[src/logic/addr_pkg.sv]
// Address widths, IE location and the byte/word address view shared by the address logic

package addr_pkg;

	localparam int addr_w = 16; // Core address bus
	localparam int byte_w = 8;

	// IE register sits at the very top of the map
	localparam logic [addr_w-1:0] ie_addr = 16'hFFFF;

	// Byte view of an address word, high byte first
	typedef struct packed {
		logic [byte_w-1:0] hi;
		logic [byte_w-1:0] lo;
	} addr_bytes_t;

	// One address word, read whole or as two bytes
	typedef union packed {
		logic [addr_w-1:0] word; // Full 16-bit address
		addr_bytes_t bytes;      // H/L halves for pair stepping
	} addr_word_u;

endpackage

[src/logic/irq_pkg.sv]
// Interrupt source count and vector layout used by the interrupt controller

package irq_pkg;

	localparam int irq_n = 8; // Request sources
	localparam int irq_idx_w = 3; // Encoded source index

	// Vectors start at 0x40
	localparam logic [15:0] vec_base = 16'h0040;

	// Vectors are 8 bytes apart
	localparam int vec_stride_log2 = 3;

endpackage

[src/logic/irq_if.sv]
// Bundle of interrupt signals shared by the IE decoder, flag slices and priority encoder

`timescale 1ns/1ns

interface irq_if;

	logic ie_load; // IE write strobe
	logic [irq_pkg::irq_n-1:0] ie_wdata; // IE write data
	logic [irq_pkg::irq_n-1:0] irq_trig; // Raw requests
	logic [irq_pkg::irq_n-1:0] ie_q; // IE register contents
	logic [irq_pkg::irq_n-1:0] pend; // Request flags
	logic [irq_pkg::irq_n-1:0] ack; // One-hot acknowledge

	modport decode (
		output ie_load,
		output ie_wdata,
		input ie_q
	);

	// Each slice touches one bit of every vector
	modport slice (
		input ie_load,
		input ie_wdata,
		input irq_trig,
		input ack,
		output ie_q,
		output pend
	);

	modport encoder (
		input pend,
		output ack
	);

endinterface

[src/logic/addr_incdec.sv]
// Combinational 16-bit step network for the PC, whole-word or per-byte increment and decrement

`timescale 1ns/1ns

module addr_incdec (
	input addr_pkg::addr_word_u cur,
	input logic inc,
	input logic dec,
	input logic pair, // Step both bytes on their own
	output addr_pkg::addr_word_u nxt
);

	logic step; // Any step requested
	logic [addr_pkg::addr_w-1:0] prop; // Bits that pass a carry or borrow on
	logic [addr_pkg::byte_w:0] c_lo; // Low byte carry chain
	logic [addr_pkg::byte_w:0] c_hi; // High byte carry chain
	logic hi_cin;

	// One byte of ripple, c[i] is the toggle for bit i
	function automatic logic [addr_pkg::byte_w:0] ripple(
		input logic cin,
		input logic [addr_pkg::byte_w-1:0] p
	);
		logic [addr_pkg::byte_w:0] c;
		c[0] = cin;
		for (int i = 0; i < addr_pkg::byte_w; i++) begin
			c[i+1] = c[i] & p[i];
		end
		return c;
	endfunction

	assign step = inc | dec;

	// Increment ripples through ones, decrement through zeros
	assign prop = (cur.word & {addr_pkg::addr_w{inc}}) | (~cur.word & {addr_pkg::addr_w{dec}});

	assign c_lo = ripple(step, prop[addr_pkg::byte_w-1:0]);

	// Pair mode forces the high byte carry like the original chain
	assign hi_cin = pair ? step : c_lo[addr_pkg::byte_w];

	assign c_hi = ripple(hi_cin, prop[addr_pkg::addr_w-1:addr_pkg::byte_w]);

	assign nxt.bytes.lo = cur.bytes.lo ^ c_lo[addr_pkg::byte_w-1:0];
	assign nxt.bytes.hi = cur.bytes.hi ^ c_hi[addr_pkg::byte_w-1:0];

endmodule

[src/logic/pc_unit.sv]
// Program counter register with external load, interrupt vector load and inc/dec stepping

`timescale 1ns/1ns

module pc_unit (
	input logic clk,
	input logic arst_n,
	input logic pc_load, // Load from pc_wdata
	input addr_pkg::addr_word_u pc_wdata,
	input logic vec_load, // Interrupt taken this cycle
	input addr_pkg::addr_word_u vec_addr,
	input logic inc,
	input logic dec,
	input logic pair,
	output addr_pkg::addr_word_u pc
);

	addr_pkg::addr_word_u step_nxt; // PC after inc/dec, or PC itself
	addr_pkg::addr_word_u pc_nxt;

	addr_incdec addr_incdec_i (
		.cur(pc),
		.inc(inc),
		.dec(dec),
		.pair(pair),
		.nxt(step_nxt)
	);

	// Vector beats load, load beats step
	always_comb begin
		if (vec_load) begin
			pc_nxt = vec_addr;
		end else if (pc_load) begin
			pc_nxt = pc_wdata;
		end else begin
			pc_nxt = step_nxt;
		end
	end

	always_ff @(posedge clk or negedge arst_n) begin
		if (!arst_n) begin
			pc.word <= '0;
		end else begin
			pc <= pc_nxt;
		end
	end

	// The sequencer never asks for both directions at once
	inc_dec_excl: assert property (
		@(posedge clk) disable iff (!arst_n) !(inc && dec)
	) else $error("inc and dec high together");

endmodule

[src/logic/ie_access_decode.sv]
// Decodes accesses to the interrupt enable register and returns its value on reads

`timescale 1ns/1ns

module ie_access_decode (
	input addr_pkg::addr_word_u addr,
	input logic wr,
	input logic rd,
	input logic [addr_pkg::byte_w-1:0] data_in,
	output logic ie_sel, // Address is the IE register
	output logic [addr_pkg::byte_w-1:0] data_out,
	irq_if.decode bus
);

	// Full compare against 0xFFFF
	assign ie_sel = (addr.word == addr_pkg::ie_addr);

	// IE takes the bus data at the next edge
	assign bus.ie_load = wr & ie_sel;
	assign bus.ie_wdata = data_in;

	// Only the IE register answers here
	assign data_out = (rd && ie_sel) ? bus.ie_q : '0;

endmodule

[src/logic/irq_flag_slice.sv]
// One interrupt source: its enable bit and its request flag, instantiated per source

`timescale 1ns/1ns

module irq_flag_slice (
	input logic clk,
	input logic arst_n,
	input logic ie_load, // Shared IE write strobe
	input logic ie_wdata_bit,
	input logic trig, // Raw request for this source
	input logic ack, // Acknowledge for this source
	output logic ie_q,
	output logic pend
);

	always_ff @(posedge clk or negedge arst_n) begin
		if (!arst_n) begin
			ie_q <= 1'b0;
		end else if (ie_load) begin
			ie_q <= ie_wdata_bit;
		end
	end

	// A fresh request beats a same-cycle acknowledge
	always_ff @(posedge clk or negedge arst_n) begin
		if (!arst_n) begin
			pend <= 1'b0;
		end else if (trig && ie_q) begin
			pend <= 1'b1;
		end else if (ack) begin
			pend <= 1'b0;
		end
	end

	// The encoder may only acknowledge a raised flag
	ack_needs_pend: assert property (
		@(posedge clk) disable iff (!arst_n) ack |-> pend
	) else $error("ack on a source with no pending flag");

endmodule

[src/logic/irq_priority.sv]
// Lowest-index interrupt priority encoder, makes the one-hot acknowledge and the vector address

`timescale 1ns/1ns

module irq_priority (
	input logic ime, // Master interrupt enable
	input logic irq_take, // Sequencer takes an interrupt now
	output logic vec_load, // Acknowledge valid so PC takes the vector
	output addr_pkg::addr_word_u vec_addr,
	output logic irq_pending,
	irq_if.encoder bus
);

	logic [irq_pkg::irq_idx_w-1:0] low_idx; // Lowest pending source
	logic any_pend;

	// Scan down so the lowest set bit is kept
	always_comb begin
		low_idx = '0;
		for (int i = irq_pkg::irq_n - 1; i >= 0; i--) begin
			if (bus.pend[i]) begin
				low_idx = irq_pkg::irq_idx_w'(i);
			end
		end
	end

	assign any_pend = |bus.pend;
	assign irq_pending = any_pend & ime;
	assign vec_load = irq_take & ime & any_pend;

	assign bus.ack = vec_load ? ({{(irq_pkg::irq_n-1){1'b0}}, 1'b1} << low_idx) : '0;

	// 0x40 + 8 * index
	assign vec_addr.word = irq_pkg::vec_base +
		({{(addr_pkg::addr_w-irq_pkg::irq_idx_w){1'b0}}, low_idx} << irq_pkg::vec_stride_log2);

	always_comb begin
		assert ((bus.ack & ~bus.pend) == '0)
			else $error("ack on a source that is not pending");
		assert (!vec_load || (((bus.ack - irq_pkg::irq_n'(1)) & bus.pend) == '0))
			else $error("ack skipped a lower pending source");
	end

endmodule

[src/logic/cpu_bottom.sv]
// Top level of the PC address and interrupt datapath, wires the PC unit to the interrupt controller

`timescale 1ns/1ns

module cpu_bottom (
	input logic clk,
	input logic arst_n,
	input logic pc_load, // Load PC from pc_wdata
	input logic [15:0] pc_wdata,
	input logic inc,
	input logic dec,
	input logic pair, // Per-byte stepping
	input logic wr,
	input logic rd,
	input logic [7:0] data_in,
	input logic [7:0] irq_trig,
	input logic ime,
	input logic irq_take,
	output logic [15:0] addr, // Always the current PC
	output logic [7:0] data_out,
	output logic ie_sel,
	output logic [7:0] irq_ack,
	output logic irq_pending
);

	addr_pkg::addr_word_u pc_word; // PC register value
	addr_pkg::addr_word_u pc_wdata_word;
	addr_pkg::addr_word_u vec_word; // Interrupt vector
	logic vec_load;

	irq_if irq_bus ();

	assign pc_wdata_word.word = pc_wdata;
	assign addr = pc_word.word;
	assign irq_bus.irq_trig = irq_trig;
	assign irq_ack = irq_bus.ack;

	pc_unit pc_unit_i (
		.clk(clk),
		.arst_n(arst_n),
		.pc_load(pc_load),
		.pc_wdata(pc_wdata_word),
		.vec_load(vec_load),
		.vec_addr(vec_word),
		.inc(inc),
		.dec(dec),
		.pair(pair),
		.pc(pc_word)
	);

	ie_access_decode ie_access_decode_i (
		.addr(pc_word),
		.wr(wr),
		.rd(rd),
		.data_in(data_in),
		.ie_sel(ie_sel),
		.data_out(data_out),
		.bus(irq_bus.decode)
	);

	// One enable/flag pair per source
	for (genvar i = 0; i < irq_pkg::irq_n; i++) begin : g_slice
		irq_flag_slice irq_flag_slice_i (
			.clk(clk),
			.arst_n(arst_n),
			.ie_load(irq_bus.ie_load),
			.ie_wdata_bit(irq_bus.ie_wdata[i]),
			.trig(irq_bus.irq_trig[i]),
			.ack(irq_bus.ack[i]),
			.ie_q(irq_bus.ie_q[i]),
			.pend(irq_bus.pend[i])
		);
	end

	irq_priority irq_priority_i (
		.ime(ime),
		.irq_take(irq_take),
		.vec_load(vec_load),
		.vec_addr(vec_word),
		.irq_pending(irq_pending),
		.bus(irq_bus.encoder)
	);

endmodule

[config.mk]
export PLATFORM = sky130hd
export DESIGN_NAME = cpu_bottom
export DESIGN_NICKNAME = d
export VERILOG_FILES = /design/src/logic/addr_pkg.sv /design/src/logic/irq_pkg.sv /design/src/logic/irq_if.sv /design/src/logic/addr_incdec.sv /design/src/logic/pc_unit.sv /design/src/logic/ie_access_decode.sv /design/src/logic/irq_flag_slice.sv /design/src/logic/irq_priority.sv /design/src/logic/cpu_bottom.sv
export SDC_FILE = /design/constraint.sdc
export NUM_CORES = 1
export LEC_CHECK = 0
export BUFFER_PORTS_ARGS = -buffer_cell sky130_fd_sc_hd__buf_2
export CAP_MARGIN = 10
export CORE_AREA = 2 2 76 78
export CTS_BUF_LIST = sky130_fd_sc_hd__clkbuf_4 sky130_fd_sc_hd__clkbuf_8
export DETAILED_ROUTE_END_ITERATION = 7
export DIE_AREA = 0 0 78 80
export PLACE_DENSITY = 0.7
export SYNTH_ARGS = -nofsm -noshare
export SYNTH_HDL_FRONTEND = slang
export SYNTH_HIERARCHICAL = 1
export SYNTH_SLANG_ARGS = --single-unit
[constraint.sdc]
create_clock -name clk -period 4.7 [get_ports clk]
set_clock_uncertainty 0.1 [all_clocks]
set_input_delay 0.235 -clock clk [delete_from_list [all_inputs] [get_ports clk]]
set_output_delay 0.235 -clock clk [all_outputs]
set_load 0.05 [all_outputs]
== Yosys cells after proc, flatten, opt, wreduce, memory -nomap -nowiden ==
Index checks and enable logic that the tools add are counted.

* Add/subtract/negate cells: 1
* Eq/ne operators: 1
* Shifts and indexed selects: 1
* Mux-type cells: 29
* Bitwise gates (word level): 26
* Reductions and logical operators: 18

{| class="wikitable"
|+ Operator list
! cell !! number
|-
| 16-bit two-way mux || 2
|-
| 15-bit AND || 2
|-
| 3-bit two-way mux || 8
|-
| 1-bit AND || 19
|-
| 1-bit two-way mux || 17
|-
| 16-bit equality test, second input constant || 1
|-
| 8-bit two-way mux || 2
|-
| 2-bit nonzero test || 8
|-
| 8-bit bitwise XOR || 2
|-
| 15-bit NOT || 1
|-
| 15-bit OR || 1
|-
| 1-bit logical AND || 9
|-
| 7-bit by 6-bit adder with 8-bit output, first input constant || 1
|-
| 8-bit OR reduction || 1
|-
| 1-bit by 3-bit left shift with 8-bit output, first input constant || 1
|-
| 1-bit OR || 1
|}

* Register bits: 32
* Bits of input ports: 42

== Longest topological paths before layout ==
Gate-level depths: netlist of the first run.

* Word-level depth: 22
* Depth in mapped cells: 8

== Hierarchy ==
Netlist of the first run, hierarchy kept.

{| class="wikitable"
|+ Modules (own cells, without submodules)
! module !! times used !! cells each !! area each (um^2) !! sequential area each (um^2)
|-
| pc_unit || 1 || 69 || 745.7 || 400.4
|-
| irq_flag_slice || 8 || 6 || 77.6 || 50.0
|-
| addr_incdec || 1 || 80 || 543.0 || 0.0
|-
| irq_priority || 1 || 43 || 284.0 || 0.0
|-
| ie_access_decode || 1 || 22 || 170.2 || 0.0
|}

== Worst setup path after synthesis of the first run ==
No wires, ideal clock.

* Kind: register -> register
* From: register pc_unit_i/pc[1] (netlist bit)
* To: register g_slice[0].irq_flag_slice_i.ie_q
* Library setup time: 0.125 ns
* Arrival time: 2.549 ns
* Path slack: 1.926 ns
* Cell stages (with the launch flop): 5
* Buffers on the path: 0
* Period minus slack after synthesis: 2.774 ns
* Cells stage by stage: dfrtp_1 -> nand4_2 -> nor4_4 -> and2_2 -> mux2_4

* Longest elaborated chain between the ends: 2

{| class="wikitable"
|+ Ends and longest elaborated chain
! what !! RTL line !! text
|-
| start, declared || pc_unit.sv:15 || <nowiki>output addr_pkg::addr_word_u pc</nowiki>
|-
| start signal, assigned || pc_unit.sv:44 || <nowiki>pc <= pc_nxt;</nowiki>
|-
| 16-bit equality test || ie_access_decode.sv:16 || <nowiki>assign ie_sel = (addr.word == addr_pkg::ie_addr);</nowiki>
|-
| named net ie_sel || cpu_bottom.sv:21 || <nowiki>output logic ie_sel,</nowiki>
|-
| 1-bit AND || ie_access_decode.sv:19 || <nowiki>assign bus.ie_load = wr & ie_sel;</nowiki>
|-
| named net irq_bus.ie_load || irq_if.sv:7 || <nowiki>logic ie_load;</nowiki>
|-
| end signal, assigned || irq_flag_slice.sv:20 || <nowiki>ie_q <= ie_wdata_bit;</nowiki>
|-
| end, declared || irq_flag_slice.sv:12 || <nowiki>output logic ie_q,</nowiki>
|}

The timed path passes the listed nets, and every way through them passes these cells.
A chain may end at the register's enable or synchronous reset.

== Worst setup path in the final report of the first run ==
* From: register pc_unit_i/pc[1] (netlist bit)
* To: output data_out[2]

* Longest elaborated chain between the ends: 3

{| class="wikitable"
|+ Ends and longest elaborated chain
! what !! RTL line !! text
|-
| 16-bit equality test || ie_access_decode.sv:16 ||
|-
| 1-bit logical AND || ie_access_decode.sv:23 || <nowiki>assign data_out = (rd && ie_sel) ? bus.ie_q : '0;</nowiki>
|-
| 8-bit two-way mux || ie_access_decode.sv:23 ||
|-
| end, declared || cpu_bottom.sv:20 || <nowiki>output logic [7:0] data_out,</nowiki>
|}

Every way passes these cells.

==> results.toml, run 1 <==
[timing]
final.setup.tns_ns = 0
finalMaxSlewViolations = 0
worst_pin_slew_ns = 0.756
fmax_ghz = 0.420
finalHoldViolations = 0
rsz0062_at_grt = "false"
setup_violations = 0
finalCritPeriodShare_pct = 50.6
fin_ws_ns = 2.32
relSlewSlack_pct = 49.6
period_needed_ns = 2.38

[worst_setup_path]
endpoint = "data_out[2]"
crit_start = "pc_unit_i/pc[1]"
crit_fanout = 10
reg2reg_depth = 7
worstSetupStartpointType = "register"
r2r_slack_ns = 2.37
required_ns = 4.37
cp-end-kind = "output port"
worst_r2r_startpoint = "pc_unit_i/pc[0]"
timing.rr.end = "pc_unit_i/pc[14]"
critPathKind = "register to output port"
arrival_ns = 2.04

[clock_tree]
cts_tree = "built"
insertion_delay_ns = 0.29
htree_levels = 2
cts_buffer_depth = 2
cts_root_buffer = "clkbuf_8"
cts_resized = 0
clk_pin_slew_ns = 0.07
cts_buffers = 5
clock-sinks = 32

[die]
die_y_microns = 80
num_rows = 27
start_util_pct = 43.7
num_io_pins = 76
coreArea_sq_mm = 0.00541
die-width_microns = 78
dieArea_sq_mm = 0.00624

[pwr]
p_per_area_mw_per_mm2 = 410
switching_share_pct = 45.7
p_comb_share_pct = 41.3
ir_drop_uv = 200
p_leak_uw = 0.00139
p_seq_share_pct = 38.5
power_switching_uw = 520
p_clk_share_pct = 20.2
internal-power_uw = 616

[synthesis]
ys_top_cells_by_area = "dfrtp_1, mux2i_1, buf_4"
yosysUniqueCellTypes = 48
syn-mean-instance-area_sq_um = 9.02
synthArstFlopShare_pct = 100
synth_seq_cells = 32
synth-edff-count = 0
yosys_warnings = 6
synth.most_common_cell = "dfrtp_1"
synth_top_area_cell = "dfrtp_1"
synth_flop_cell = "dfrtp_1"
syn-cell-area_sq_mm = 0.00236
syn_inst = 262
synth_common_cells = "dfrtp_1, nand2_1, buf_4, o21ai_0, mux2i_1"
yosysSeqAreaShare_pct = 33.9
synth_top_area_share_pct = 33.9

[run]
max_cap_viol_count = 0

[global_routing]
grt_pass1_vias = 1886
grt_max_degree = 33
grt_pass1_wl_mm = 8.48
grt_util_all_layers_pct = 17.2
antenna_found_initial = 0
gr-total-overflow = 0

[placed_design]
port_buffers = 75
dpl.hpwl_mm = 3.92
gp_congestion = 0.853
dp_worst_setup_slack_ns = 2.35

[detailed_routing]
post_drt_wl_per_cell_microns = 13.3
final_antenna_net_count = 0
vias = 1999
drtIter0Drc = 97
via_per_inst = 5.01
drc = 0
totalWireLength_mm = 5.29
firstDrtPassIters = 4

[status]
status = "finished clean"

[final_layout]
nFillCells = 525
utilization_pct = 51.2
area_growth_pct = 17.2
nets = 368
layout-drive-gt1-share_pct = 32.7
antennaDiodeCount = 0

[hold_path]
hold_class = "input port to register"
worstHoldStart = "irq_trig[0]"
logic make-up after synthesis:
family | share of synthesized area [%]
AOI/OAI and AO/OA | 15.7
xor gates and xnor gates | 5.93
DFF | 33.9
muxes | 13.3
and+or+nand+nor | 19.2
other | 0.318
buffers and inverters | 11.6
sequential cells by signal, indices dropped and copies added (netlist names):
name / count
pc_unit_i/pc: 16
g_slice.irq_flag_slice_i/ie_q: 8
g_slice.irq_flag_slice_i/pend: 8
power groups by stage:
stage,Combinational (uW),Clock (uW),Sequential (uW)
final,469,230,437
after global routing,509,248,451
after CTS,471,235,437
after detailed placement,469,0,442
after global placement,460,0,438
after floorplan,271,0,526
what timing repair did:
action                                  4_1_cts  5_1_grt
endpoints found under the setup margin        0        0
hold buffers                                  1        0
setup buffers                                 0        0
hold endpoints to repair                     32        0
worst min path at each step:
stage	to	slack [ns]	depth (start not counted)
2_1_floorplan	g_slice[0].irq_flag_slice_i/ie_q	-0.16	0
3_3_place_gp	g_slice[0].irq_flag_slice_i/ie_q	0.24	1
3_5_place_dp	g_slice[0].irq_flag_slice_i/ie_q	0.26	1
4_1_cts	g_slice[4].irq_flag_slice_i/pend	0.05	3
5_1_grt	g_slice[7].irq_flag_slice_i/pend	0.06	3
6_report	g_slice[0].irq_flag_slice_i/pend	0.06	3
metrics by stage:
step,hold slack [ns],cells,power [uW],area [sq um]
CTS,0.0494,399,1140,2770
global placement,0.242,390,898,2660
floorplan,-0.161,273,796,2400
detailed placement,0.256,390,910,2660
finish,0.0557,399,1140,2770
global route,0.0584,399,1210,2770
layer usage:
layer	wire (microns)	track usage, %
met1	2450	21.8
met2	2450	29.1
met3	332	4.07
met4	55	5.26
met5	0	0
worst max-delay path: stages, from the launching register on:
cell and delay [ns]:
dfrtp_1 0.54, nand4_2 0.18, nor4_4 0.54, and3_1 0.23, buf_2 0.26
final cells by class:
cell class                      count  area [sq um]  share of cell area (%)
Tap cell                           72          90.1                    3.25
Clock buffer                        6          82.6                    2.98
Sequential cell                    32           801                    28.9
Clock inverter                      2          15.0                   0.542
Timing Repair Buffer               77           393                    14.2
Inverter                           14          52.6                    1.90
Multi-Input combinational cell    196          1340                    48.2
cell usage in the layout, fill, tap and decap left out, types with 2 or more instances in the layout:
cell,n
a21oi_1,8
a31oi_1,2
and2_1,2
and3_1,13
and4_1,2
buf_2,75
clkbuf_8,6
clkinvlp_4,2
conb_1,13
dfrtp_1,32
inv_1,13
mux2_2,3
mux2_4,8
mux2i_1,16
nand2_1,28
nand2b_1,3
nand3_1,3
nand4_1,3
nor2_1,11
nor2b_1,2
nor3_1,3
nor4_4,2
o211ai_1,3
o21ai_0,21
o21ai_1,12
o21bai_1,6
xnor2_1,12
xor2_1,4
Note: power is estimated with default switching activity, not from simulation.
==> run 2, diff against run 1 <==
==> constraint.sdc (replaced) <==
create_clock -name clk -period 2.3 [get_ports clk]
set_clock_uncertainty 0.1 [all_clocks]
set_input_delay 0.115 -clock clk [delete_from_list [all_inputs] [get_ports clk]]
set_output_delay 0.115 -clock clk [all_outputs]
set_load 0.05 [all_outputs]
==> run 2 against run 1 <==
Compared with the run above: sequential share of layout area down 1.9 points; routed wire length up 6.8%; clock power rose by 98%; register-to-register slack worse by 2.2 ns; combinational power up 120%; non-clock buffer count up 25; worst setup slack worse by 2.2 ns; worst hold slack worse by 0.050 ns; sequential cell count unchanged; largest cell class unchanged.
==> results.toml, run 2 (synthesis results as in run 1) <==
[timing]
setup_violations = 0
relSlewSlack_pct = 50.2
rsz0062_at_grt = "false"
finalCritPeriodShare_pct = 95.4
fmax_ghz = 0.456
period_needed_ns = 2.19
worst_pin_slew_ns = 0.748
finalHoldViolations = 0
finalMaxSlewViolations = 0

[final_layout]
multi_input_area_sq_mm = 0.00135
layout_commonest_cell = "buf_2"
layout-drive-gt1-share_pct = 39.5
largest_register = "pc_unit_i/pc"
area_growth_pct = 28.0
antennaDiodeCount = 0
seq_area_sq_um = 818
fin_cells = 424
nets = 393
nFillCells = 477
reg.largest.list = "pc_unit_i/pc: 16 flops, g_slice.irq_flag_slice_i/ie_q: 8 flops, g_slice.irq_flag_slice_i/pend: 8 flops"
largest_register_ffs = 16
layout_common_cells = "buf_2, nand2_1, o21ai_0"

[global_routing]
grt_pass1_wl_mm = 9.55
gr-total-overflow = 0
antenna_found_initial = 0
grt_pass1_vias = 2060
grt_max_degree = 33
grt_util_all_layers_pct = 19.4

[detailed_routing]
final_antenna_net_count = 0
via_per_inst = 4.92
totalWireLength_mm = 5.65
drtIter0Drc = 125
post_drt_wl_per_cell_microns = 13.3
vias = 2085
firstDrtPassIters = 4
drc = 0

[run]
max_cap_viol_count = 0

[die]
num_io_pins = 76
coreArea_sq_mm = 0.00541
num_rows = 27
start_util_pct = 43.7
die_y_microns = 80
die-width_microns = 78
dieArea_sq_mm = 0.00624

[pwr]
power.total_uw = 2400
ir_drop_uv = 468
p_clk_share_pct = 19.0
power_switching_uw = 1070
p_per_area_mw_per_mm2 = 794
p_leak_uw = 0.00149
p_comb_share_pct = 43.9
switching_share_pct = 44.7
p_seq_share_pct = 37.1
internal-power_uw = 1330

[worst_setup_path]
worstSetupStartpointType = "register"
timing.rr.end = "pc_unit_i/pc[13]"
critPathKind = "register to output port"
required_ns = 2.09
cp-end-kind = "output port"
worst_r2r_startpoint = "pc_unit_i/pc[2]"
crit_fanout = 9
reg2reg_depth = 8
r2r_slack_ns = 0.17
arrival_ns = 1.98

[clock_tree]
cts_buffer_depth = 2
clock-sinks = 32
htree_levels = 2
cts_buffers = 5
clk_pin_slew_ns = 0.07
cts_resized = 0
cts_root_buffer = "clkbuf_8"
cts_tree = "built"
insertion_delay_ns = 0.29

[hold_path]
hold_depth = 3
min_to = "pc_unit_i/pc[7]"
hold_class = "input port to register"
worstHoldStart = "pc_wdata[7]"

[placed_design]
place_inst = 397
gp_congestion = 0.847
dpl.hpwl_mm = 4.08
port_buffers = 75

[status]
status = "finished clean"
==> run 2: cell count changes in the layout (fill, tap and decap cells not counted), sizes merged <==
cell         change
dlygate4sd3     +16
buf              +9
clkinv           +2
clkinvlp         -2
==> run 2: worst max-delay path by stage <==
stage,startpoint,slack (ns),to,cells after the start
2_1_floorplan,pc_unit_i/pc[2],-0.17,g_slice[0].irq_flag_slice_i/ie_q,4
6_report,pc_unit_i/pc[8],0.11,data_out[6],5
5_1_grt,pc_unit_i/pc[2],0.01,pc_unit_i/pc[13],8
3_5_place_dp,pc_unit_i/pc[2],0.17,pc_unit_i/pc[13],8
4_1_cts,pc_unit_i/pc[3],0.09,data_out[2],6
3_3_place_gp,pc_unit_i/pc[2],0.23,pc_unit_i/pc[14],8
==> run 2: per-layer routing <==
metal	routed length, microns	global-route usage [%]
met2	2690	33.3
met1	2490	23.5
met4	86	7.54
met5	0	0
met3	379	4.86
==> run 2: worst max-delay path, stage by stage, from the launching register on <==
cell,delay (ns)
dfrtp_2,0.44
nand4_1,0.18
nor4_4,0.40
buf_4,0.22
and3_2,0.18
buf_2,0.26
==> run 2: what timing repair did <==
action	CTS	global route
hold buffers	17	0
setup buffers	0	2
hold endpoints to repair	48	0
setup endpoints to repair	0	8
==> run 2: power by group through the flow <==
stage	registers [uW]	logic, uW	clock network, uW
finish	890	1050	456
floorplan	1090	555	0
detailed placement	899	1020	0
global route	916	1140	499
global placement	894	1000	0
CTS	889	1040	473
==> run 2: per-stage QoR <==
stage	TNS, ns	util, %	instance area (sq um)	hold slack, ns	worst slack [ns]
5_1_grt	0	56.0	3030	0.00480	0.0111
6_report	0	56.0	3030	0.00578	0.107
2_1_floorplan	-1.38	-	2440	-0.281	-0.173
3_3_place_gp	0	50.8	2750	0.125	0.228
3_5_place_dp	0	50.8	2750	0.131	0.170
4_1_cts	0	55.7	3010	0.00210	0.0948
==> run 2: layout make-up <==
class / count / area share (%)
clock buffers: 6 / 2.73
well taps: 72 / 2.98
clock inverters: 2 / 0.331
multi-input cells: 196 / 44.7
inverters: 14 / 1.74
flip-flops and latches: 32 / 27.0
repair buffers: 102 / 20.5
==> run 3, diff against run 2 <==
--- a/config.mk
+++ b/config.mk
@@ -7,11 +7,13 @@
 export LEC_CHECK = 0
 export BUFFER_PORTS_ARGS = -buffer_cell sky130_fd_sc_hd__buf_2
 export CAP_MARGIN = 10
-export CORE_AREA = 2 2 76 78
+export CELL_PAD_IN_SITES_DETAIL_PLACEMENT = 0
+export CELL_PAD_IN_SITES_GLOBAL_PLACEMENT = 1
+export CORE_AREA = 2 2 81 83
 export CTS_BUF_LIST = sky130_fd_sc_hd__clkbuf_4 sky130_fd_sc_hd__clkbuf_8
 export DETAILED_ROUTE_END_ITERATION = 7
-export DIE_AREA = 0 0 78 80
-export PLACE_DENSITY = 0.7
+export DIE_AREA = 0 0 83 85
+export PLACE_DENSITY_LB_ADDON = 0.1
 export SYNTH_ARGS = -nofsm -noshare
 export SYNTH_HDL_FRONTEND = slang
 export SYNTH_HIERARCHICAL = 1
==> run 3 against run 2 <==
Compared with the run above: clock power up 21%; die area is 13% higher; global-route usage down 1.8 points; critical path type is now register to register.
==> results.toml, run 3 (synthesis results as in run 1) <==
[status]
status = "finished clean"

[worst_setup_path]
critPathKind = "register to register"
cp_cell_sequence = "nor4_4 -> o21ai_2 -> a2111oi_4 -> buf_6 -> o211ai_1 -> xnor2_1 -> mux2i_1 -> o21ai_0"
max_stage_delay_ns = 0.46
worstSetupStartpointType = "register"
required_ns = 2.40
cp-end-kind = "register"
crit_fanout = 8
arrival_ns = 2.25
slowest_stage = "dfrtp_2"

[detailed_routing]
top_layer = "met4"
drc = 0
final_antenna_net_count = 0
vias = 2070
wl_met2_mm = 2.87
post_drt_wl_per_cell_microns = 14.0
via_per_inst = 4.83
met1_length_mm = 2.77
drtIter0Drc = 75
totalWireLength_mm = 6.02
wl_met3_microns = 298
firstDrtPassIters = 4

[timing]
relSlewSlack_pct = 51.4
finalHoldViolations = 0
worst_pin_slew_ns = 0.729
finalCritPeriodShare_pct = 93.5
whs_ns = 0.00772
setup_violations = 0
fmax_ghz = 0.465
finalMaxSlewViolations = 0
period_needed_ns = 2.15
rsz0062_at_grt = "false"

[clock_tree]
cts_buffer_depth = 2
insertion_delay_ns = 0.29
cts_tree = "built"
cts_buffers = 5
clock-sinks = 32
htree_levels = 2
clk_pin_slew_ns = 0.07
cts_root_buffer = "clkbuf_8"

[global_routing]
grt_pass1_vias = 2112
grt_util_all_layers_pct = 17.7
grt_max_degree = 33
antenna_found_initial = 0
grt_pass1_wl_mm = 10.0
gr-total-overflow = 0

[final_layout]
layout_common_cells = "buf_2, nand2_1, o21ai_0"
utilization_pct = 49.2
reg.largest.list = "pc_unit_i/pc: 16 flops, g_slice.irq_flag_slice_i/ie_q: 8 flops, g_slice.irq_flag_slice_i/pend: 8 flops"
fin_cells = 429
largest_register = "pc_unit_i/pc"
area_growth_pct = 29.2
nets = 393
postLayoutCellArea_sq_mm = 0.00305
antennaDiodeCount = 0
largest_register_ffs = 16
layout-drive-gt1-share_pct = 39.5
layout_commonest_cell = "buf_2"

[die]
die-width_microns = 83
die_y_microns = 85
dieArea_sq_mm = 0.00706
num_rows = 29
coreArea_sq_mm = 0.00620
num_io_pins = 76
start_util_pct = 38.1

[pwr]
p_per_area_mw_per_mm2 = 814
p_leak_uw = 0.00150
power_switching_uw = 1080
internal-power_uw = 1410
p_seq_share_pct = 35.4
p_clk_share_pct = 22.2
ir_drop_uv = 516
switching_share_pct = 43.2
p_comb_share_pct = 42.4

[placed_design]
place_area_sq_mm = 0.00276
place_inst = 403
dpl.hpwl_mm = 4.44
port_buffers = 75
gp_congestion = 0.745

[run]
max_cap_viol_count = 0

[hold_path]
hold_class = "input port to register"
[run 3: timing repair]
action | CTS | global route
hold buffers | 17 | 0
buffers inserted | 0 | 1
resized for setup | 0 | 2
setup endpoints to repair | 0 | 5
hold endpoints to repair | 48 | 0
[run 3: layout make-up]
type	instances	area, sq um
Fill cell	628	3150
Multi-Input combinational cell	196	1350
Sequential cell	32	818
Timing Repair Buffer	102	624
Tap cell	77	96.3
Clock buffer	6	76.3
Inverter	14	52.6
Clock inverter	2	35.0
[run 3: final timing paths]
kind / endpoint / slack (ns) / cells after the start / startpoint
min in group asynchronous: g_slice[6].irq_flag_slice_i/ie_q / 0.33 / 2 / arst_n
max in group asynchronous: pc_unit_i/pc[0] / 1.25 / 2 / arst_n
worst min register to register: g_slice[1].irq_flag_slice_i/pend / 0.42 / 2 / g_slice[1].irq_flag_slice_i/ie_q
worst min-delay path: pc_unit_i/pc[12] / 0.008 / 3 / pc_wdata[12]
worst max register to register: pc_unit_i/pc[14] / 0.15 / 8 / pc_unit_i/pc[2]
worst max-delay path: pc_unit_i/pc[14] / 0.15 / 8 / pc_unit_i/pc[2]
[run 3: power by group through the flow]
stage | logic (uW) | clock network (uW) | registers [uW]
global route | 1150 | 584 | 912
finish | 1050 | 552 | 882
global placement | 1020 | 0 | 892
CTS | 1060 | 566 | 883
floorplan | 555 | 0 | 1090
detailed placement | 1030 | 0 | 892
[run 3: worst max-delay path, delay by kind of cell, from the launching register on]
family	cells	cell delay, ns
AOI/OAI and AO/OA	4	0.76
xor gates and xnor gates	1	0.17
buffers and inverters	1	0.18
DFF	1	0.46
muxes	1	0.08
and+or+nand+nor	1	0.31
[run 3: stage by stage]
stage,setup TNS [ns],power [uW],setup slack [ns]
after global placement,0,1920,0.218
after CTS,0,2510,0.0273
after floorplan,-1.38,1640,-0.173
after detailed placement,0,1930,0.143
after global routing,0,2640,0.0169
final,0,2490,0.148
[run 3: metal layers]
metal,GRT usage (%),vias to the layer above
met2,30.6,62
met4,5.66,0
met1,21.9,945
met5,0,-
met3,3.99,8
li1,-,1055
